==> src/design/cpu_pkg.sv <==
package cpu_pkg;

	localparam int word_w  = 16;
	localparam int reg_aw  = 3;
	localparam int imem_aw = 8;
	localparam int dmem_aw = 6;

	// Major opcode in inst[15:11]
	typedef enum logic [4:0] {
		op_nop   = 5'b00001,
		op_b     = 5'b00010,
		op_beqz  = 5'b00100,
		op_addiu = 5'b01001,
		op_li    = 5'b01101,
		op_lw    = 5'b10011,
		op_sw    = 5'b11011,
		op_rrr   = 5'b11100,
		op_rr    = 5'b11101,
		op_halt  = 5'b11111
	} opcode_e;

	// Function codes, inst[1:0] for RRR and inst[4:0] for RR
	localparam logic [1:0] fn_addu = 2'b01;
	localparam logic [1:0] fn_subu = 2'b11;
	localparam logic [4:0] fn_and  = 5'b01100;
	localparam logic [4:0] fn_or   = 5'b01101;
	localparam logic [4:0] fn_slt  = 5'b00010;

	typedef enum logic [2:0] {
		alu_add,
		alu_sub,
		alu_and,
		alu_or,
		alu_slt,
		alu_pass_b
	} alu_op_e;

	typedef enum logic [1:0] {
		seq_idle,
		seq_issue,
		seq_wait,
		seq_halted
	} seq_state_e;

	typedef struct packed {
		logic              valid;
		logic [word_w-1:0] pc;
		logic [word_w-1:0] inst;
	} fetch_t;

	typedef struct packed {
		logic              valid;
		logic [word_w-1:0] pc;
		alu_op_e           alu_op;
		logic [word_w-1:0] op_a;
		logic [word_w-1:0] op_b;
		logic [word_w-1:0] store_data;
		logic              reg_we;
		logic [reg_aw-1:0] reg_addr;
		logic              mem_rd;
		logic              mem_we;
		logic              is_branch;
		logic              is_beqz;
		logic [word_w-1:0] br_off;
		logic              is_halt;
	} decode_t;

	typedef struct packed {
		logic              valid;
		logic [word_w-1:0] pc;
		logic [word_w-1:0] result;
		logic [word_w-1:0] store_data;
		logic              reg_we;
		logic [reg_aw-1:0] reg_addr;
		logic              mem_rd;
		logic              mem_we;
		logic              is_halt;
	} exec_t;

	// Fields not used by an instruction retire as zero
	typedef struct packed {
		logic               [word_w-1:0] pc;
		logic                            reg_we;
		logic               [reg_aw-1:0] reg_addr;
		logic               [word_w-1:0] reg_data;
		logic                            mem_we;
		logic              [dmem_aw-1:0] mem_addr;
		logic               [word_w-1:0] mem_data;
	} retire_t;

	typedef struct packed {
		logic              taken;
		logic [word_w-1:0] target;
	} redirect_t;

endpackage

==> src/design/exec_unit.sv <==
module exec_unit (
	input  logic               clk,
	input  logic               rst,
	input  cpu_pkg::decode_t   dec,
	output cpu_pkg::exec_t     exe,
	output cpu_pkg::redirect_t redirect
);

	logic [cpu_pkg::word_w-1:0] result;
	logic [cpu_pkg::word_w-1:0] target;
	logic taken;

	always_comb begin
		unique case (dec.alu_op)
			cpu_pkg::alu_add: result = dec.op_a + dec.op_b;
			cpu_pkg::alu_sub: result = dec.op_a - dec.op_b;
			cpu_pkg::alu_and: result = dec.op_a & dec.op_b;
			cpu_pkg::alu_or: result = dec.op_a | dec.op_b;
			cpu_pkg::alu_slt: begin
				if ($signed(dec.op_a) < $signed(dec.op_b)) begin
					result = cpu_pkg::word_w'(1);
				end else begin
					result = '0;
				end
			end
			default: result = dec.op_b;
		endcase
	end

	// B always, BEQZ only on a zero register
	assign taken = dec.is_branch && (!dec.is_beqz || dec.op_a == '0);
	assign target = dec.pc + cpu_pkg::word_w'(1) + dec.br_off;

	always_ff @(posedge clk) begin
		if (rst) begin
			exe <= '0;
			redirect <= '0;
		end else if (dec.valid) begin
			exe.valid <= 1'b1;
			exe.pc <= dec.pc;
			exe.result <= result;
			exe.store_data <= dec.store_data;
			exe.reg_we <= dec.reg_we;
			exe.reg_addr <= dec.reg_addr;
			exe.mem_rd <= dec.mem_rd;
			exe.mem_we <= dec.mem_we;
			exe.is_halt <= dec.is_halt;
			redirect.taken <= taken;
			redirect.target <= target;
		end else begin
			exe.valid <= 1'b0;
		end
	end

endmodule

==> config.mk <==
export PLATFORM = sky130hd
export DESIGN_NAME = exec_unit
export DESIGN_NICKNAME = d
export VERILOG_FILES = /design/src/design/cpu_pkg.sv /design/src/design/exec_unit.sv
export SDC_FILE = /design/constraint.sdc
export NUM_CORES = 1
export LEC_CHECK = 0
export ABC_AREA = 1
export BUFFER_PORTS_ARGS = -buffer_cell sky130_fd_sc_hd__buf_2
export CAP_MARGIN = 20
export CELL_PAD_IN_SITES_DETAIL_PLACEMENT = 0
export CELL_PAD_IN_SITES_GLOBAL_PLACEMENT = 1
export CORE_ASPECT_RATIO = 1.5
export CORE_MARGIN = 5
export CORE_UTILIZATION = 36
export DETAILED_ROUTE_END_ITERATION = 6
export PLACE_DENSITY_LB_ADDON = 0.1
export SLEW_MARGIN = 20
export SYNTH_ARGS = -nofsm -noshare
export SYNTH_HDL_FRONTEND = slang
export SYNTH_SLANG_ARGS = --single-unit
==> constraint.sdc <==
create_clock -name clk -period 2.35 [get_ports clk]
set_input_delay 0.47 -clock clk [delete_from_list [all_inputs] [get_ports clk]]
set_output_delay 0.47 -clock clk [all_outputs]
set_load 0.03 [all_outputs]
==> impl_metrics.toml <==
[sta]
fmax_mhz = 497
worst_pin_slew_ps = 676
fin_skew_ps = 0
slew_headroom = 0.549
fin_crit_ps = 2010
fin_setup_tns_ps = 0
rsz0062_at_grt = "no"
hold_violations = 0
setup_viol = 0
slew_violations = 0
timing.final.crit_share = 0.857

[floorplanning]
die_w_um = 116
io_pins = 168
initial_core_util = 0.364
die_y_um = 169
dieArea_mm2 = 0.0195
core_mm2 = 0.0166
num_rows = 58

[power]
combPwrFrac = 0.337
peakVddDrop_v = 0.000522
switching_share = 0.356
p_switching_mw = 1.54
power.share.clock = 0.346
seq_power_share = 0.317
p_int_mw = 2.79
p_per_area_mw_per_mm2 = 569
power_leakage_nw = 4.22
p_total_mw = 4.33

[global_route]
grt_pass1_vias = 6552
grt_antenna_before_repair = 0
grt.total_usage = 0.223
grt_pass1_wl_um = 34000
grt_max_degree = 74
grt_remaining_overflow = 0

[routing]
vias = 6736
postRouteAntennaNets = 0
drt_iter0_drc = 357
firstDrtPassIters = 4
wirelength_um = 22200
drc = 0
vias_per_cell = 4.91
wl_per_cell_um = 16.2

[cts]
h-tree-depth = 3
clkTransAtPathRegs_ps = 60
cts_setup_buffers = 0
clock_sink_count = 73
clk_latency_ps = 330
cts_buffer_depth = 2
cts-root-buf = "clkbuf_16"
cts-buffers-inserted = 9
cts_tree = "built"
cts_hold_buffers = 0
cts_resized = 0

[yosys]
syn-cell-area_mm2 = 0.00604
seq_area_frac_synth = 0.242
synth_nets = 1131
syn_inst = 970
synth_seq_cells = 73
async_flop_share = 0
yosys.cell_types.count = 43
synth_edf_count = 0
synthFlopType = "dfxtp_1"
synth_warnings = 0
avgSynthCellArea_um2 = 6.23

[final_layout]
layout-drive-gt1-share = 0.211
fin_cells = 1371
nets = 1317
n_antenna_cell = 0
syn2layout_area_growth_pct = 26.0

[worst_hold_path]
hold_class = "input port to register"

[flow_run]
maxCapViolCount = 0

[worst_setup_path]
cp-start-kind = "input port"
crit_required_ps = 2620
crit_type = "input port to register"
worst_ep_arrival_time_ps = 2280
worst_setup_path_end_kind = "register"
cp_max_fo = 4

[placement]
gp_congestion = 0.918
dp_hpwl_um = 18400
placedCellCount = 1355
portBuffers = 167

[outcome]
outcome = "completed"
-- cells in the mapped netlist (all sizes together) (11+ instances only) --
master | instances | area [µm²]
nand2 | 211 | 792
nor2 | 146 | 553
inv | 141 | 529
nand3 | 81 | 405
o21ai | 78 | 394
dfxtp | 73 | 1460
a21oi | 70 | 373
ha | 63 | 788
clkbuf | 18 | 67.6
buf | 17 | 113
nand4 | 13 | 81.3
nor3 | 11 | 65.1
-- stage by stage --
step           cell area [µm²]  utilization  setup WS [ps]  hold slack [ps]
6_report                  7620        0.458            337              355
5_1_grt                   7620        0.458            145              359
4_1_cts                   7620        0.458            302              345
3_5_place_dp              7290        0.438          -48.0              454
3_3_place_gp              7290        0.438          -29.5              450
2_1_floorplan             6040            -            310              592
-- final timing paths --
path | end | cells past startpoint | startpoint | slack [ps]
worst min register to register | exe[29]$_SDFFE_PP0P_ | 2 | exe[29]$_SDFFE_PP0P_ | 460
worst min-delay path | exe[20]$_SDFFE_PP0P_ | 3 | dec[38] | 350
worst max register to register | redirect[4]$_SDFFE_PP0P_ | 4 | redirect[4]$_SDFFE_PP0P_ | 1680
worst max-delay path | exe[23]$_SDFFE_PP0P_ | 16 | dec[57] | 340
-- cell type report --
cell class	instances	area [µm²]
fill	1836	9000
multi-input combinational	719	3850
sequential	73	1460
timing repair buffer	212	1190
inverter	141	529
tap	210	263
clock buffer	10	239
clock inverter	6	90.1
-- critical path, stage by stage --
cell and delay [ps]:
buf_2 110, inv_1 70, ha_1 160, inv_1 70, fa_1 420, nand2_1 110, nand3_1 150, nand3_1 140
nand2_1 90, nand2_1 90, nand2_1 50, nand2_1 60, nand3_1 60, nand2_1 70, nand2_1 60, a21oi_2 100
-- state kept, by name, indices dropped and copies added, names as in the netlist --
signal	count
exe	56
redirect	17
-- metal layers --
| metal | global-route usage | share of wire |
|---|---|---|
| met1 | 0.241 | 0.39 |
| met2 | 0.425 | 0.53 |
| met3 | 0.0258 | 0.047 |
| met4 | 0.0969 | 0.037 |
| met5 | 0 | 0 |
-- cells in the final DEF, fill, tap and decap left out, drive strengths merged, types with 2 or more instances in the layout --
cell type and n:
a31oi 2, buf 212, clkbuf 10, o2111ai 3, nand3 81, nand4 13, and2 5, clkinv 2
o21bai 3, inv 142, o211ai 7, o21ai 78, nor4 2, nor3 11, nand2 211, fa 3
xor2 7, bufinv 2, ha 63, a211oi 5, a21oi 70, dfxtp 73, nor2 146
-- kinds of logic after synthesis --
kind of cell	share of synthesized area
flops	0.242
xor+xnor	0.0116
fa+ha+maj	0.140
buf+inv	0.122
simple gates	0.323
compound gates	0.161
-- power by group through the flow --
stage / logic [mW] / registers (mW) / clock network, mW
finish: 1.46 / 1.37 / 1.50
global route: 1.62 / 1.38 / 1.59
global placement: 1.47 / 1.40 / 0
floorplan: 0.753 / 1.59 / 0
detailed placement: 1.46 / 1.40 / 0
CTS: 1.47 / 1.38 / 1.54
Power figures use the tool's default switching activity.
