==> config.mk <==
export PLATFORM = sky130hd
export DESIGN_NAME = result_stage
export DESIGN_NICKNAME = d
export VERILOG_FILES = /design/src/design/cpu_pkg.sv /design/src/design/result_stage.sv
export SDC_FILE = /design/constraint.sdc
export NUM_CORES = 2
export LEC_CHECK = 0
export BUFFER_PORTS_ARGS = -buffer_cell sky130_fd_sc_hd__buf_2
export CAP_MARGIN = 20
export CORE_ASPECT_RATIO = 0.6
export CORE_MARGIN = 3
export CORE_UTILIZATION = 25
export CTS_BUF_LIST = sky130_fd_sc_hd__clkbuf_4 sky130_fd_sc_hd__clkbuf_8
export CTS_CLUSTER_SIZE = 8
export DETAILED_ROUTE_END_ITERATION = 6
export PLACE_DENSITY_LB_ADDON = 0.3
export SYNTH_ARGS = -nofsm -noshare
export SYNTH_HDL_FRONTEND = slang
export SYNTH_SLANG_ARGS = --single-unit
==> constraint.sdc <==
create_clock -name clk -period 3.2 [get_ports clk]
set_input_delay 0.48 -clock clk [delete_from_list [all_inputs] [get_ports clk]]
set_output_delay 0.48 -clock clk [all_outputs]
set_load 0.02 [all_outputs]
==> src/design/cpu_pkg.sv <==
package cpu_pkg;

	localparam int word_w  = 16;
	localparam int reg_aw  = 3;
	localparam int imem_aw = 8;
	localparam int dmem_aw = 6;

	// Major opcode in inst[15:11]
	typedef enum logic [4:0] {
		op_nop   = 5'b00001,
		op_b     = 5'b00010,
		op_beqz  = 5'b00100,
		op_addiu = 5'b01001,
		op_li    = 5'b01101,
		op_lw    = 5'b10011,
		op_sw    = 5'b11011,
		op_rrr   = 5'b11100,
		op_rr    = 5'b11101,
		op_halt  = 5'b11111
	} opcode_e;

	// Function codes, inst[1:0] for RRR and inst[4:0] for RR
	localparam logic [1:0] fn_addu = 2'b01;
	localparam logic [1:0] fn_subu = 2'b11;
	localparam logic [4:0] fn_and  = 5'b01100;
	localparam logic [4:0] fn_or   = 5'b01101;
	localparam logic [4:0] fn_slt  = 5'b00010;

	typedef enum logic [2:0] {
		alu_add,
		alu_sub,
		alu_and,
		alu_or,
		alu_slt,
		alu_pass_b
	} alu_op_e;

	typedef enum logic [1:0] {
		seq_idle,
		seq_issue,
		seq_wait,
		seq_halted
	} seq_state_e;

	typedef struct packed {
		logic              valid;
		logic [word_w-1:0] pc;
		logic [word_w-1:0] inst;
	} fetch_t;

	typedef struct packed {
		logic              valid;
		logic [word_w-1:0] pc;
		alu_op_e           alu_op;
		logic [word_w-1:0] op_a;
		logic [word_w-1:0] op_b;
		logic [word_w-1:0] store_data;
		logic              reg_we;
		logic [reg_aw-1:0] reg_addr;
		logic              mem_rd;
		logic              mem_we;
		logic              is_branch;
		logic              is_beqz;
		logic [word_w-1:0] br_off;
		logic              is_halt;
	} decode_t;

	typedef struct packed {
		logic              valid;
		logic [word_w-1:0] pc;
		logic [word_w-1:0] result;
		logic [word_w-1:0] store_data;
		logic              reg_we;
		logic [reg_aw-1:0] reg_addr;
		logic              mem_rd;
		logic              mem_we;
		logic              is_halt;
	} exec_t;

	// Fields not used by an instruction retire as zero
	typedef struct packed {
		logic               [word_w-1:0] pc;
		logic                            reg_we;
		logic               [reg_aw-1:0] reg_addr;
		logic               [word_w-1:0] reg_data;
		logic                            mem_we;
		logic              [dmem_aw-1:0] mem_addr;
		logic               [word_w-1:0] mem_data;
	} retire_t;

	typedef struct packed {
		logic              taken;
		logic [word_w-1:0] target;
	} redirect_t;

endpackage

==> src/design/result_stage.sv <==
module result_stage (
	input  logic                       clk,
	input  logic                       rst,
	input  cpu_pkg::exec_t             exe,
	output logic                       reg_we,
	output logic [cpu_pkg::reg_aw-1:0] reg_addr,
	output logic [cpu_pkg::word_w-1:0] reg_data,
	output logic                       retire_valid,
	output cpu_pkg::retire_t           retire,
	output logic                       halt_seen
);

	logic [cpu_pkg::word_w-1:0] dmem [2**cpu_pkg::dmem_aw];
	logic [cpu_pkg::dmem_aw-1:0] mem_addr;
	logic [cpu_pkg::word_w-1:0] load_data;
	cpu_pkg::exec_t mem_q;

	assign mem_addr = exe.result[cpu_pkg::dmem_aw-1:0];
	assign load_data = dmem[mem_addr];

	always_ff @(posedge clk) begin
		if (rst) begin
			for (int i = 0; i < 2**cpu_pkg::dmem_aw; i++) begin
				dmem[i] <= '0;
			end
		end else if (exe.valid && exe.mem_we) begin
			dmem[mem_addr] <= exe.store_data;
		end
	end

	// Access cycle, load data replaces the address
	always_ff @(posedge clk) begin
		if (rst) begin
			mem_q <= '0;
		end else if (exe.valid) begin
			mem_q <= exe;
			if (exe.mem_rd) begin
				mem_q.result <= load_data;
			end
		end else begin
			mem_q.valid <= 1'b0;
		end
	end

	assign reg_we = mem_q.valid && mem_q.reg_we;
	assign reg_addr = mem_q.reg_addr;
	assign reg_data = mem_q.result;

	always_ff @(posedge clk) begin
		if (rst) begin
			retire_valid <= 1'b0;
			halt_seen <= 1'b0;
		end else begin
			retire_valid <= mem_q.valid;
			halt_seen <= mem_q.valid && mem_q.is_halt;
		end
	end

	always_ff @(posedge clk) begin
		if (mem_q.valid) begin
			retire.pc <= mem_q.pc;
			retire.reg_we <= mem_q.reg_we;
			retire.reg_addr <= mem_q.reg_we ? mem_q.reg_addr : '0;
			retire.reg_data <= mem_q.reg_we ? mem_q.result : '0;
			retire.mem_we <= mem_q.mem_we;
			retire.mem_addr <= mem_q.mem_we ? mem_q.result[cpu_pkg::dmem_aw-1:0] : '0;
			retire.mem_data <= mem_q.mem_we ? mem_q.store_data : '0;
		end
	end

endmodule

==> results.txt <==
status: finished clean
worst ir drop on vdd: 305 uV
Worst Path Max Fanout: 1
H-Tree Level Count: 4
Post-CTS Setup Inserts: 0
Worst-Skew Late Latency: 0.92 ns
FF-to-FF End: reg_data[5]
Mapped Cells: 3,708
Initial Util: 25.3%
worst slew pin tran: 1.17 ns
Hold Crit Class: in -> reg
FFs w/ async S/R, synth: 0%
metal3 WL: 28,500 um
vias post-DR: 34,700
worst path arrival time: 3.47 ns
met2 wire len: 74,900 um
PortBufs: 138
Area Growth Syn to Fin: 20.0%
Avg WL per Cell: 29.3 um
Slowest-stage cell, CP: or4_1
clock sinks: 1,140
Final Cycle Share: 84.2%
Mapped Nets: 3,766
slowest stage delay, CP: 0.57 ns
Reg-to-Reg Start: dmem[22][5]
die height: 358 um
R2R cell count: 7
CTS clk-pin slew, worst paths: 0.07 ns
synth unique cells: 64
Post-synth top cells: edfxtp_1, and2_1, clkbuf_1, nor2_1, mux2i_1
grt total ovfl: 0
post-layout util: 30.4%
Slew Limit Fails: 0
post-route ant nets: 0
fmax: 371 MHz
register area share after synthesis: 65.2%
RSZ-0062 raised after global routing: false
synth top area cells: edfxtp_1, and2_1, mux4_2
kind of critical path: reg -> reg
first-pass GRT wire length: 279,000 um
cell area after synthesis: 51,600 sq um
Post-Route WL: 204,000 um
Die Wd: 593 um
DIE AREA: 212,000 sq um
share of layout cells above drive strength 1: 26.5%
post-CTS resize count: 0
Via density: 4.98
cell with the most instances after synthesis: edfxtp_1
GRT Overall Usage: 18.8%
hold buffer count at CTS: 29
Worst Setup End Kind: register
Final nets: 4,175
Hold Path Sink: reg_data[8]
post-synth top area share: 63.0%
initial antenna violation count: 20
# IOs: 139
maximum capacitance violations: 0
Yosys reg bits: 1,140
initial DRC count: 5,331
EDFF count, synth: 1,083
WHS Path Cells: 3
leading area contributor after synthesis: edfxtp_1
number of global-route vias before repair: 32,900
largest net degree at the start of global routing: 93
DRC viols: 0
FP Rows: 128
setup TNS: 0 ns
DR pass1 iterations: 5
Final Skew: 0.0865 ns
hold_sp: exe[31]
filler cell count: 20,400
DR top layer: met4
leak pwr: 22.2 nW
pwr dens: 534 nW/um^2
Setup violations, final: 0
fin crit period: 2.70 ns
Post-DP HPWL: 139,000 um
Slew HR: 22.3%
Hold Fails Final Rpt: 0
Clock Path Buffers: 4
syn_area_per_cell: 13.9 sq um
Req. time, crit path: 3.98 ns
WL met1: 97,200 um
Critical Path Start Type: register
Core Area: 204,000 sq um
Inserted Clock Buffers: 179
Yosys warnings: 0
CP cell instances: mux4_2 -> a22oi_1 -> buf_4 -> nand4_1 -> or4_1 -> nor4_1 -> o21ai_1
Synth Flop Type: edfxtp_1
CTS tree: done
Final GP Congestion: 0.938
flop2flop setup slack: 0.50 ns
Root Driver: clkbuf_8
-- area by class of cell --
class / instances / area, sq um / area share, %
tap: 2730 / 3420 / 5.51
antenna: 15 / 37.5 / 0.0606
multi-input combinational: 2193 / 16200 / 26.2
clock inverter: 16 / 76.3 / 0.123
inverter: 4 / 17.5 / 0.0283
clock buffer: 265 / 3140 / 5.07
timing repair buffer: 599 / 5350 / 8.63
sequential: 1140 / 33700 / 54.4
-- worst max-delay path, delay by kind of cell (launching register included) --
kind,cells,cell delay (ns)
simple gates,3,1.18
mux,1,0.51
flops,1,0.36
compound gates,2,0.36
buf+inv,1,0.17
-- worst max-delay path by stage --
stage | slack (ns) | from | depth (start not counted) | end
after floorplan | 0.74 | mem_q[55] | 1 | reg_we
after global placement | -0.21 | exe[24] | 8 | reg_data[13]
after detailed placement | -0.15 | exe[24] | 8 | reg_data[13]
after CTS | 0.54 | mem_q[55] | 2 | reg_we
after global routing | 0.42 | dmem[23][5] | 7 | reg_data[5]
final | 0.50 | dmem[22][5] | 7 | reg_data[5]
-- cell families after synthesis --
logic type      Yosys count  share of synthesized area, %
compound gates          435                          6.25
buf+inv                 375                          3.38
flops                  1140                          65.2
mux                     306                          8.52
simple gates           1452                          16.6
-- cells in the final DEF, fill, tap and decap left out, types with 6 or more instances in the layout --
cell and n:
edfxtp_1 1083, and2_1 1072, buf_4 347, clkbuf_8 184, buf_2 133, nor2_1 129
mux2i_1 115, a221oi_1 108, mux4_2 97, mux2_2 93, nand2_1 89, buf_12 87
clkbuf_4 81, or2_2 65, a22oi_1 64, dfxtp_1 56, o22ai_1 51, a21oi_1 47
o21ai_0 41, dlygate4sd3_1 29, a221o_1 17, o2bb2ai_1 16, diode_2 15, nand3_1 14
a211oi_1 13, a22o_1 13, o221ai_1 12, a31oi_1 11, nand3b_1 9, and3_1 9
nor3_1 9, clkinv_1 9, o22a_1 8, nand2b_1 7, nor3b_1 6, a32oi_1 6
-- power by group --
group          internal, W  leakage, nW  total (W)  switching [W]
combinational      0.00120         9.69    0.00346        0.00226
clock              0.00619         1.73     0.0123        0.00608
sequential          0.0170         10.8     0.0174       0.000318
total               0.0244         22.2     0.0331        0.00866
-- registers in the layout, summed over array words and instances (netlist names) --
name	flops
dmem	1024
retire	59
mem_q	36
reg_data	16
reg_addr	3
halt_seen	1
retire_valid	1
-- metrics by stage --
| step | hold slack [ns] | cell area, sq um | std cells | power (W) | setup slack, ns |
|---|---|---|---|---|---|
| floorplan | 0.408 | 51600 | 3708 | 0.0190 | 0.744 |
| detailed placement | 0.412 | 58400 | 6636 | 0.0210 | -0.149 |
| global placement | 0.409 | 58400 | 6635 | 0.0210 | -0.215 |
| finish | 0.0449 | 61900 | 6962 | 0.0331 | 0.504 |
| global route | 0.0329 | 61900 | 6947 | 0.0341 | 0.418 |
| CTS | 0.0102 | 61900 | 6946 | 0.0332 | 0.538 |
-- per-layer routing --
metal,vias up,global-route usage (%)
li1,14400,-
met1,17900,29.6
met2,2082,23.2
met3,272,7.96
met4,0,2.97
met5,-,0
No activity file was read; power rests on OpenSTA's default activity.
