File: src/design/cpu_pkg.sv
package cpu_pkg;

	localparam int word_w  = 16;
	localparam int reg_aw  = 3;
	localparam int imem_aw = 8;
	localparam int dmem_aw = 6;

	// Major opcode in inst[15:11]
	typedef enum logic [4:0] {
		op_nop   = 5'b00001,
		op_b     = 5'b00010,
		op_beqz  = 5'b00100,
		op_addiu = 5'b01001,
		op_li    = 5'b01101,
		op_lw    = 5'b10011,
		op_sw    = 5'b11011,
		op_rrr   = 5'b11100,
		op_rr    = 5'b11101,
		op_halt  = 5'b11111
	} opcode_e;

	// Function codes, inst[1:0] for RRR and inst[4:0] for RR
	localparam logic [1:0] fn_addu = 2'b01;
	localparam logic [1:0] fn_subu = 2'b11;
	localparam logic [4:0] fn_and  = 5'b01100;
	localparam logic [4:0] fn_or   = 5'b01101;
	localparam logic [4:0] fn_slt  = 5'b00010;

	typedef enum logic [2:0] {
		alu_add,
		alu_sub,
		alu_and,
		alu_or,
		alu_slt,
		alu_pass_b
	} alu_op_e;

	typedef enum logic [1:0] {
		seq_idle,
		seq_issue,
		seq_wait,
		seq_halted
	} seq_state_e;

	typedef struct packed {
		logic              valid;
		logic [word_w-1:0] pc;
		logic [word_w-1:0] inst;
	} fetch_t;

	typedef struct packed {
		logic              valid;
		logic [word_w-1:0] pc;
		alu_op_e           alu_op;
		logic [word_w-1:0] op_a;
		logic [word_w-1:0] op_b;
		logic [word_w-1:0] store_data;
		logic              reg_we;
		logic [reg_aw-1:0] reg_addr;
		logic              mem_rd;
		logic              mem_we;
		logic              is_branch;
		logic              is_beqz;
		logic [word_w-1:0] br_off;
		logic              is_halt;
	} decode_t;

	typedef struct packed {
		logic              valid;
		logic [word_w-1:0] pc;
		logic [word_w-1:0] result;
		logic [word_w-1:0] store_data;
		logic              reg_we;
		logic [reg_aw-1:0] reg_addr;
		logic              mem_rd;
		logic              mem_we;
		logic              is_halt;
	} exec_t;

	// Fields not used by an instruction retire as zero
	typedef struct packed {
		logic               [word_w-1:0] pc;
		logic                            reg_we;
		logic               [reg_aw-1:0] reg_addr;
		logic               [word_w-1:0] reg_data;
		logic                            mem_we;
		logic              [dmem_aw-1:0] mem_addr;
		logic               [word_w-1:0] mem_data;
	} retire_t;

	typedef struct packed {
		logic              taken;
		logic [word_w-1:0] target;
	} redirect_t;

endpackage

File: src/design/reg_file.sv
module reg_file (
	input  logic                       clk,
	input  logic                       rst,
	input  logic [cpu_pkg::reg_aw-1:0] rd_addr_a,
	input  logic [cpu_pkg::reg_aw-1:0] rd_addr_b,
	output logic [cpu_pkg::word_w-1:0] rd_data_a,
	output logic [cpu_pkg::word_w-1:0] rd_data_b,
	input  logic                       we,
	input  logic [cpu_pkg::reg_aw-1:0] wr_addr,
	input  logic [cpu_pkg::word_w-1:0] wr_data
);

	logic [cpu_pkg::word_w-1:0] regs [2**cpu_pkg::reg_aw];

	// r0 is an ordinary register here
	always_ff @(posedge clk) begin
		if (rst) begin
			for (int i = 0; i < 2**cpu_pkg::reg_aw; i++) begin
				regs[i] <= '0;
			end
		end else if (we) begin
			regs[wr_addr] <= wr_data;
		end
	end

	assign rd_data_a = regs[rd_addr_a];
	assign rd_data_b = regs[rd_addr_b];

endmodule

File: config.mk
export PLATFORM = sky130hd
export DESIGN_NAME = reg_file
export DESIGN_NICKNAME = d
export VERILOG_FILES = /design/src/design/cpu_pkg.sv /design/src/design/reg_file.sv
export SDC_FILE = /design/constraint.sdc
export NUM_CORES = 1
export LEC_CHECK = 0
export BUFFER_PORTS_ARGS = -buffer_cell sky130_fd_sc_hd__clkbuf_2
export CAP_MARGIN = 20
export CORE_ASPECT_RATIO = 0.7
export CORE_UTILIZATION = 60
export CTS_CLUSTER_SIZE = 20
export DETAILED_ROUTE_END_ITERATION = 10
export PLACE_DENSITY = 0.8
export SLEW_MARGIN = 20
export SYNTH_ARGS = -nofsm -noshare
export SYNTH_HDL_FRONTEND = slang
export SYNTH_SLANG_ARGS = --single-unit
File: constraint.sdc
create_clock -name clk -period 3.35 [get_ports clk]
set_input_delay 0.67 -clock clk [delete_from_list [all_inputs] [get_ports clk]]
set_output_delay 0.67 -clock clk [all_outputs]
set_load 0.005 [all_outputs]
==> summary.md, run 1 <==
| Metric | Value |
|---|---|
| FMAX | `364.3 MHz` |
| Initial Util | `0.6266` |
| Initial DRC count | `356` |
| Fin. max-slew vios | `0` |
| Largest register FFs | `128` |
| Number of synthesized register bits | `128` |
| Worst Hold Path EP | `regs[4][10]` |
| Vias in the first global route | `4415` |
| Crit path required time | `2.68 ns` |
| Critical path cell sequence | `clkbuf_2, buf_12, mux4_4, mux2_2, clkbuf_2` |
| TritonCTS Sinks | `128` |
| Post-CTS sizing | `0` |
| Post-synthesis cell type count | `21` |
| # fillers | `704` |
| Grt total ovfl | `0` |
| Hold Crit Start | `wr_data[10]` |
| Crit Path Class | `primary input to output port` |
| Seq/Total Area, Yosys | `0.5492` |
| Buffers on Ports | `59` |
| Postcts setup bufs | `0` |
| Worst path most repeated cell | `clkbuf_2` |
| Endpoints failing setup | `0` |
| Clock Tree Root | `clkbuf_16` |
| Final nets | `514` |
| Area fraction of the dominant cell type after synthesis | `0.5492` |
| Max IR drop VDD | `0.4609 mV` |
| WP data arrival | `2.07 ns` |
| CP top delay family | `multiplexers` |
| Die height | `92.37 um` |
| DR pass1 iterations | `4` |
| Max Cap Viol | `0` |
| Layout cells sized above 1 | `0.3387` |
| Mapped Cells | `430` |
| Vias | `4325` |
| Rel. slew slack | `0.5109` |
| Crit end category | `output port` |
| Syn Area/Cell | `16.28 um^2` |
| Initial antenna violation count | `0` |
| Min-Delay Path Class | `primary input to register` |
| Htree depth | `4` |
| Top cells by area, synth | `edfxtp_1 55%, mux4_1 21%, nor3_1 8.7%` |
| Syn Std Cell Area | `0.006999 mm^2` |
| Remaining DRCs | `0` |
| Cell area after layout | `0.008099 mm^2` |
| Post-Syn Nets | `458` |
| Placed Area | `0.007450 mm^2` |
| Cts hold-fix bufs | `0` |
| Vias per inst | `6.633` |
| CP Max Fanout | `32` |
| YS warnings | `0` |
| Layout area overhead | `15.71%` |
| TritonCTS Buffers | `17` |
| Top reg by flops | `regs` |
| Gr usage total | `0.2958` |
| Critical Path Start Type | `primary input` |
| CTS tree | `yes` |
| WL/cell | `25.25 um` |
| Most common cell after layout, fill and taps aside | `edfxtp_1` |
| Fin crit share | `0.8193` |
| Die width | `131.1 um` |
| Cell taking the most area after synthesis | `edfxtp_1` |
| Antenna cell count | `0` |
| Pwr per Cell Area | `552.8 mW/mm^2` |
| Tmin final | `2.745 ns` |
| # rows | `32` |
| Final Hold Vio Count | `0` |
| First-pass GRT wire length | `24.86 mm` |
| Final ANT Viol Nets | `0` |
| Gpl congestion | `0.7850` |
| Reg clk slew, reported paths | `0.05 ns` |
| Worst hold path cell count | `3` |
| RSZ-0062 raised after global routing | `false` |
| Ports | `60` |
| Leak | `2.835 nW` |
| Longest Clk Path Bufs | `2` |
| Die area | `0.01211 mm^2` |
| Worst path max stage delay | `0.66 ns` |
| Core area | `0.01117 mm^2` |
| Largest net degree at the start of global routing | `68` |
| Setup TNS Final | `0 ns` |
| Post-Route WL | `16.47 mm` |
| Run status | `complete, no violations` |
| Worst Tran Pin Value | `0.7337 ns` |
| Biggest registers after layout | `regs: 128 flops` |
| Most frequent cells in the layout | `128 x edfxtp_1, 122 x nor3_1, 59 x clkbuf_2` |
| WP buf/inv | `3` |
| Post-detail-place hpwl | `9.640 mm` |
| CP max-delay cell | `mux4_4` |
worst max path at each step:
stage,startpoint,end,slack [ns],cells past startpoint
6_report,rd_addr_a[0],rd_data_a[15],0.61,5
5_1_grt,rd_addr_a[0],rd_data_a[15],0.56,5
4_1_cts,rd_addr_a[0],rd_data_a[15],0.59,5
3_5_place_dp,rd_addr_a[0],rd_data_a[15],0.60,5
3_3_place_gp,rd_addr_a[0],rd_data_a[15],0.61,5
2_1_floorplan,wr_addr[1],regs[4][0],0.66,5
metrics by stage:
stage	instances	util	power, mW	hold slack, ns	setup WS, ns
2_1_floorplan	430	-	2.265	0.9990	0.6616
3_3_place_gp	620	0.6669	2.432	1.117	0.6090
3_5_place_dp	620	0.6669	2.457	1.127	0.5958
4_1_cts	652	0.7250	4.482	0.6946	0.5945
5_1_grt	652	0.7250	4.588	0.7147	0.5553
6_report	652	0.7250	4.478	0.6962	0.6053
kinds of logic after synthesis:
group	after synthesis	synth area share
buf+inv	64	0.05309
simple gates	134	0.1014
mux	96	0.2878
flops	128	0.5492
compound gates	8	0.008581
report_power, final:
group / internal (mW) / switching [mW] / total (mW)
combinational: 0.255 / 0.259 / 0.514
sequential: 1.87 / 0.0476 / 1.91
clock: 1.38 / 0.666 / 2.05
per-layer routing:
layer	vias up	GRT usage	part of all wire
met5	-	0	0
met4	0	0.1015	0.017
met3	25	0.06644	0.059
met2	179	0.5101	0.53
met1	2202	0.3697	0.39
li1	1919	-	-
cell usage after synthesis:
library cell / instances
nand2_1: 1
buf_6: 10
nand2b_1: 2
mux2_2: 32
clkbuf_2: 1
clkinv_1: 16
o21bai_1: 8
buf_4: 1
edfxtp_1: 128
or3b_1: 1
mux4_1: 56
nor3_1: 122
buf_1: 6
or2_2: 1
mux4_2: 7
mux4_4: 1
clkbuf_1: 24
nand3b_1: 1
clkbuf_8: 5
nor3_2: 6
buf_2: 1
cell type report:
class / count / area, um^2 / share of cell area
Timing Repair Buffer: 85 / 540.5 / 0.06674
Multi-Input combinational cell: 238 / 2814 / 0.3474
Clock buffer: 19 / 432.9 / 0.05345
Clock inverter: 13 / 216.5 / 0.02673
Tap cell: 153 / 191.4 / 0.02364
Sequential cell: 128 / 3844 / 0.4746
Inverter: 16 / 60.06 / 0.007415
Note: power is estimated with default switching activity, not from simulation.
==> run 2: changes to the inputs <==
- ABC_AREA: default -> 1
- clock period: 3.35 -> 2.7 ns (I/O delays scaled with it)
==> summary.md, run 2 <==
| Metric | Value |
|---|---|
| Most frequent cells after synthesis | `425 x nand2_1, 152 x inv_1, 131 x nor2_1` |
| Fin crit share | `0.8079` |
| Leak | `4.508 nW (+59%)` |
| WL/cell | `17.49 um (-31%)` |
| Clock Tree Root | `clkbuf_16` |
| Post-synthesis cell type count | `13 (-38%)` |
| Vias per inst | `5.576 (-16%)` |
| Rel. slew slack | `0.6836 (+0.1727)` |
| Layout cells sized above 1 | `0.1259 (-0.2128)` |
| Critical Path Start Type | `primary input` |
| Critical path cell sequence | `clkbuf_2, inv_1, buf_12, nand3_1, nand2_1, nand2_1, nand2_1, clkbuf_2` |
| Crit path required time | `2.16 ns (-0.52 ns)` |
| Max IR drop VDD | `0.5450 mV (+18%)` |
| Antenna cell count | `0 (unchanged)` |
| Die area | `0.01301 mm^2 (+7.5%)` |
| Syn Area/Cell | `7.299 um^2 (-55%)` |
| Pre-CTS setup slack | `0.6069 ns (+0.01115 ns)` |
| Remaining DRCs | `0 (unchanged)` |
| Cts hold-fix bufs | `0 (unchanged)` |
| Core area | `0.01197 mm^2 (+7.2%)` |
| Crit Path Class | `primary input to output port` |
| Worst path max stage delay | `0.24 ns (-0.42 ns)` |
| Largest register FFs | `128 (unchanged)` |
| Gr usage total | `0.3613 (+0.06556)` |
| TritonCTS Sinks | `128 (unchanged)` |
| Post-CTS sizing | `0 (unchanged)` |
| Clock power frac | `0.446 (-0.012)` |
| Post-synth ARST share | `0 (unchanged)` |
| Most common cell after layout, fill and taps aside | `nand2_1` |
| Vias | `7031 (+63%)` |
| Most frequent cell after synthesis | `nand2_1` |
| Most frequent cells in the layout | `425 x nand2_1, 152 x inv_1, 131 x nor2_1` |
| Min-Delay Path Class | `primary input to register` |
| Post-detail-place hpwl | `13.01 mm (+35%)` |
| Max Cap Viol | `0 (unchanged)` |
| Final Hold Vio Count | `0 (unchanged)` |
| Initial antenna violation count | `0 (unchanged)` |
| Layout Utilization | `0.7264 (+0.001415)` |
| WP data arrival | `1.64 ns (-0.43 ns)` |
| Worst Tran Pin Value | `0.4730 ns (-0.2607 ns)` |
| RSZ-0062 raised after global routing | `false` |
| Sequential power share | `0.416 (-0.011)` |
| Worst Hold Path EP | `regs[0][14]` |
| Fin. max-slew vios | `0 (unchanged)` |
| Total power | `5.640 mW (+26%)` |
| Worst path most repeated cell | `nand2_1` |
| Int Pwr | `4.192 mW (+20%)` |
| Die width | `135.9 um (+3.7%)` |
| Top FF cell, synth | `edfxtp_1` |
| Reg clk slew, reported paths | `0.06 ns (about the same)` |
| Sw frac | `0.2568 (+0.03967)` |
| Ports | `60 (unchanged)` |
| Net Sw Power | `1.449 mW (+49%)` |
| Grt total ovfl | `0 (unchanged)` |
| Final worst slack | `0.5185 ns (-0.08672 ns)` |
| Endpoints failing setup | `0 (unchanged)` |
| Routed length on met3 | `3.204 mm (+230%)` |
| Final nets | `1119 (+120%)` |
| Pwr per Cell Area | `648.4 mW/mm^2 (+17%)` |
| Vias in the first global route | `6352 (+44%)` |
| First-pass GRT wire length | `33.92 mm (+36%)` |
| Biggest registers after layout | `regs: 128 flops` |
| Postcts setup bufs | `0 (unchanged)` |
| Layout area overhead | `15.48%` |
| CP Max Fanout | `26 (-19%)` |
| M1 WL | `8.542 mm (+32%)` |
| Longest Clk Path Bufs | `2 (unchanged)` |
| Top cells by area, synth | `edfxtp_1 51%, nand2_1 21%, nand3_1 8.5%` |
| Syn Std Cell Area | `0.007532 mm^2 (+7.6%)` |
| Combinational Power Share | `0.138 (+0.023)` |
| FMAX | `458.4 MHz` |
| Top reg by flops | `regs` |
| Gpl congestion | `0.8881 (+13%)` |
| # fillers | `915 (+30%)` |
| YS warnings | `0 (unchanged)` |
| Mapped Cells | `1032 (+140%)` |
| Highest routed metal layer | `met4` |
| TritonCTS Buffers | `17 (unchanged)` |
| Post-Syn Nets | `1060 (+130%)` |
| Buffers on Ports | `59 (unchanged)` |
| Run status | `complete, no violations` |
| Cell taking the most area after synthesis | `edfxtp_1` |
| Initial DRC count | `844 (+140%)` |
| # rows | `33 (+3.1%)` |
| Crit end category | `output port` |
| Htree depth | `4 (unchanged)` |
| Initial Util | `0.6290 (+0.002481)` |
| CTS tree | `yes` |
| DR pass1 iterations | `5 (+1)` |
| Worst hold path cell count | `3 (unchanged)` |
| Met2 wire len | `9.692 mm (+11%)` |
| Number of synthesized register bits | `128 (unchanged)` |
| Largest net degree at the start of global routing | `65 (-4.4%)` |
| Area fraction of the dominant cell type after synthesis | `0.5103 (-0.03886)` |
| Setup TNS Final | `0 ns (unchanged)` |
| Tmin final | `2.181 ns` |
| Die height | `95.74 um (+3.7%)` |
| Post-Route WL | `22.06 mm (+34%)` |
| Final ANT Viol Nets | `0 (unchanged)` |
| EDFF count, synth | `128 (unchanged)` |
| Seq/Total Area, Yosys | `0.5103 (-0.03886)` |
| Hold Crit Start | `wr_data[14]` |
| CP max-delay cell | `buf_12` |
[run 2: cell count changes in the layout (fill, tap and decap cells not counted), sizes merged, moves of 16 or more]
cell | previous run | this run
inv | 0 | 155
nand2 | 1 | 434
clkinv | 23 | 7
mux4 | 64 | 0
mux2 | 32 | 0
nand3 | 0 | 128
nor3 | 128 | 0
nor2 | 0 | 133
[run 2: layout make-up]
cell class              instances  area, um^2  share of cell area
well taps                     157       196.4             0.02258
multi-input cells             695        2811              0.3232
clock inverters                14       215.2             0.02474
clock buffers                  18       429.2             0.04934
flip-flops and latches        128        3844              0.4419
repair buffers                 94       620.6             0.07135
inverters                     155       581.8             0.06689
[run 2: worst max-delay path by stage]
stage	cells past startpoint	slack, ns	from	endpoint
2_1_floorplan	6	0.83	rst	regs[0][0]
3_3_place_gp	8	0.63	rd_addr_b[1]	rd_data_b[4]
3_5_place_dp	8	0.61	rd_addr_b[1]	rd_data_b[4]
4_1_cts	8	0.53	rd_addr_b[1]	rd_data_b[4]
5_1_grt	8	0.47	rd_addr_b[1]	rd_data_b[4]
6_report	8	0.52	rd_addr_b[1]	rd_data_b[4]
[run 2: cell families after synthesis]
family,synth area share
simple gates,0.3733
buf+inv,0.1164
flops,0.5103
[run 2: power by group through the flow]
stage                     Sequential [mW]  Combinational, mW  Clock [mW]
after global placement               2.38              0.739           0
after global routing                 2.35              0.857        2.59
after floorplan                      2.37              0.481           0
after CTS                            2.34              0.764        2.51
after detailed placement             2.38              0.752           0
final                                2.34              0.779        2.52
[run 2: routing by layer]
layer	vias up	track usage
li1	3282	-
met1	3165	0.5084
met2	520	0.5489
met3	64	0.07214
met4	0	0.1565
met5	-	0
[run 2: stage by stage]
stage,hold WS [ns],area [um^2],std cells
3_3_place_gp,0.9361,8054,1229
2_1_floorplan,0.8284,7532,1032
3_5_place_dp,0.9616,8054,1229
6_report,0.5346,8698,1261
5_1_grt,0.5722,8698,1261
4_1_cts,0.5342,8698,1261
[run 2: critical path, delay by kind of cell]
family | cells | cell delay (ns)
buf+inv | 4 | 0.70
simple gates | 4 | 0.39
==> run 3: changes to the inputs <==
- clock period: 2.7 -> 2.1 ns (I/O delays scaled with it)
==> summary.md, run 3 (same netlist as run 2, synthesis figures left out) <==
| Metric | Value |
|---|---|
| Layout Utilization | `0.7286 (+0.002194)` |
| Crit end category | `output port` |
| Critical Path Start Type | `primary input` |
| M1 GR Usage | `0.5002 (-0.008222)` |
| WL/cell | `17.36 um (-0.77%)` |
| Critical path cell sequence | `clkbuf_2, buf_12, nand2_1, nand3_1, nand2_1, nand2_1, nand2_1, clkbuf_2` |
| Placed Area | `0.008139 mm^2 (+1.1%)` |
| CP top delay family | `buffers and inverters` |
| Met3 global-route usage | `0.07530 (+0.003160)` |
| Crit Path Class | `primary input to output port` |
| Reg clk slew, reported paths | `0.06 ns (about the same)` |
| Final ANT Viol Nets | `0 (unchanged)` |
| Largest net degree at the start of global routing | `65 (unchanged)` |
| Most common cell after layout, fill and taps aside | `nand2_1` |
| Initial Util | `0.6290 (unchanged)` |
| Crit path required time | `1.68 ns (-0.48 ns)` |
| Die area | `0.01301 mm^2 (unchanged)` |
| M2 GR Usage | `0.5425 (-0.006378)` |
| Pwr per Cell Area | `799.4 mW/mm^2 (+23%)` |
| WP buf/inv | `3 (-1)` |
| Run status | `complete, no violations` |
| Layout area overhead | `15.83%` |
| Post-CTS sizing | `0 (unchanged)` |
| Most crowded layer after global routing | `met2` |
| # rows | `33 (unchanged)` |
| Vias in the first global route | `6292 (-0.94%)` |
| Final Hold Vio Count | `0 (unchanged)` |
| Tmin final | `1.869 ns` |
| RSZ-0062 raised after global routing | `false` |
| Hold slack | `0.4237 ns (-0.1108 ns)` |
| Clock Tree Root | `clkbuf_16` |
| Cts hold-fix bufs | `0 (unchanged)` |
| Longest Clk Path Bufs | `2 (unchanged)` |
| Layout cells sized above 1 | `0.1274 (+0.001465)` |
| Die height | `95.74 um (unchanged)` |
| Initial DRC count | `915 (+8.4%)` |
| Ports | `60 (unchanged)` |
| Vias | `7059 (+0.40%)` |
| Post-detail-place hpwl | `13.56 mm (+4.3%)` |
| CP max-delay cell | `buf_12` |
| TritonCTS Sinks | `128 (unchanged)` |
| Max Cap Viol | `0 (unchanged)` |
| Setup TNS Final | `0 ns (unchanged)` |
| Biggest registers after layout | `regs: 128 flops` |
| Worst path max stage delay | `0.30 ns (+0.06 ns)` |
| Max IR drop VDD | `0.7511 mV (+38%)` |
| WP data arrival | `1.45 ns (-0.19 ns)` |
| Leak | `4.505 nW (about the same)` |
| Fin crit share | `0.8898` |
| Total power | `6.975 mW (+24%)` |
| Post-Route WL | `21.94 mm (-0.53%)` |
| Postcts setup bufs | `0 (unchanged)` |
| TritonCTS Buffers | `17 (unchanged)` |
| Top reg by flops | `regs` |
| Vias per inst | `5.585 (+0.16%)` |
| Most frequent cells in the layout | `425 x nand2_1, 152 x inv_1, 131 x nor2_1` |
| First-pass GRT wire length | `33.68 mm (-0.71%)` |
| FMAX | `535.1 MHz` |
| Gpl congestion | `0.9231 (+3.9%)` |
| CTS tree | `yes` |
| Initial antenna violation count | `0 (unchanged)` |
| Final nets | `1122 (+0.27%)` |
| Min-Delay Path Class | `primary input to register` |
| Die width | `135.9 um (unchanged)` |
| Core area | `0.01197 mm^2 (unchanged)` |
| DR pass1 iterations | `6 (+1)` |
| Buffers on Ports | `59 (unchanged)` |
| Gr usage total | `0.3589 (-0.002445)` |
| CP Max Fanout | `64 (+150%)` |
| Grt total ovfl | `0 (unchanged)` |
| Worst Tran Pin Value | `0.3793 ns (-0.09368 ns)` |
| Htree depth | `4 (unchanged)` |
| Endpoints failing setup | `0 (unchanged)` |
| Fin. max-slew vios | `0 (unchanged)` |
| Worst path most repeated cell | `nand2_1` |
| Cell area after layout | `0.008725 mm^2 (+0.30%)` |
| Rel. slew slack | `0.7471 (+0.06357)` |
| Antenna cell count | `0 (unchanged)` |
| Largest register FFs | `128 (unchanged)` |
| Remaining DRCs | `0 (unchanged)` |
-- run 3: changes by cell type in the layout (fill, tap and decap cells not counted), sizes merged --
cell	delta
clkinv	-5
inv	+5
buf	+3
bufinv	-3
clkinvlp	+3
-- run 3: report_power, final --
part           switching, mW  leakage (nW)  internal [mW]
registers             0.0426          1.23           2.97
clock network           1.18         0.270           1.76
logic                  0.690          3.01          0.331
-- run 3: layout make-up --
cell class / count / area (um^2)
Tap cell: 157 / 196.4
Fill cell: 920 / 3249
Inverter: 155 / 581.8
Timing Repair Buffer: 97 / 705.7
Clock inverter: 14 / 156.4
Sequential cell: 128 / 3844
Multi-Input combinational cell: 695 / 2811
Clock buffer: 18 / 429.2
-- run 3: routing by layer --
layer | up-vias | part of all wire | wire length [um]
met2 | 567 | 0.44 | 9650
met1 | 3140 | 0.39 | 8539
met5 | - | 0 | 0
li1 | 3287 | - | -
met4 | 0 | 0.032 | 693
met3 | 65 | 0.14 | 3056
-- run 3: final timing paths --
| path | start | to | depth (start not counted) |
|---|---|---|---|
| setup / recovery | rd_addr_b[0] | rd_data_b[15] | 8 |
| hold / removal | wr_data[13] | regs[7][13] | 3 |
-- run 3: metrics by stage --
stage,worst slack [ns],std cells
after floorplan,0.3516,1032
after CTS,0.2630,1264
final,0.2313,1264
after detailed placement,0.2839,1232
after global routing,0.1667,1264
after global placement,0.2884,1232
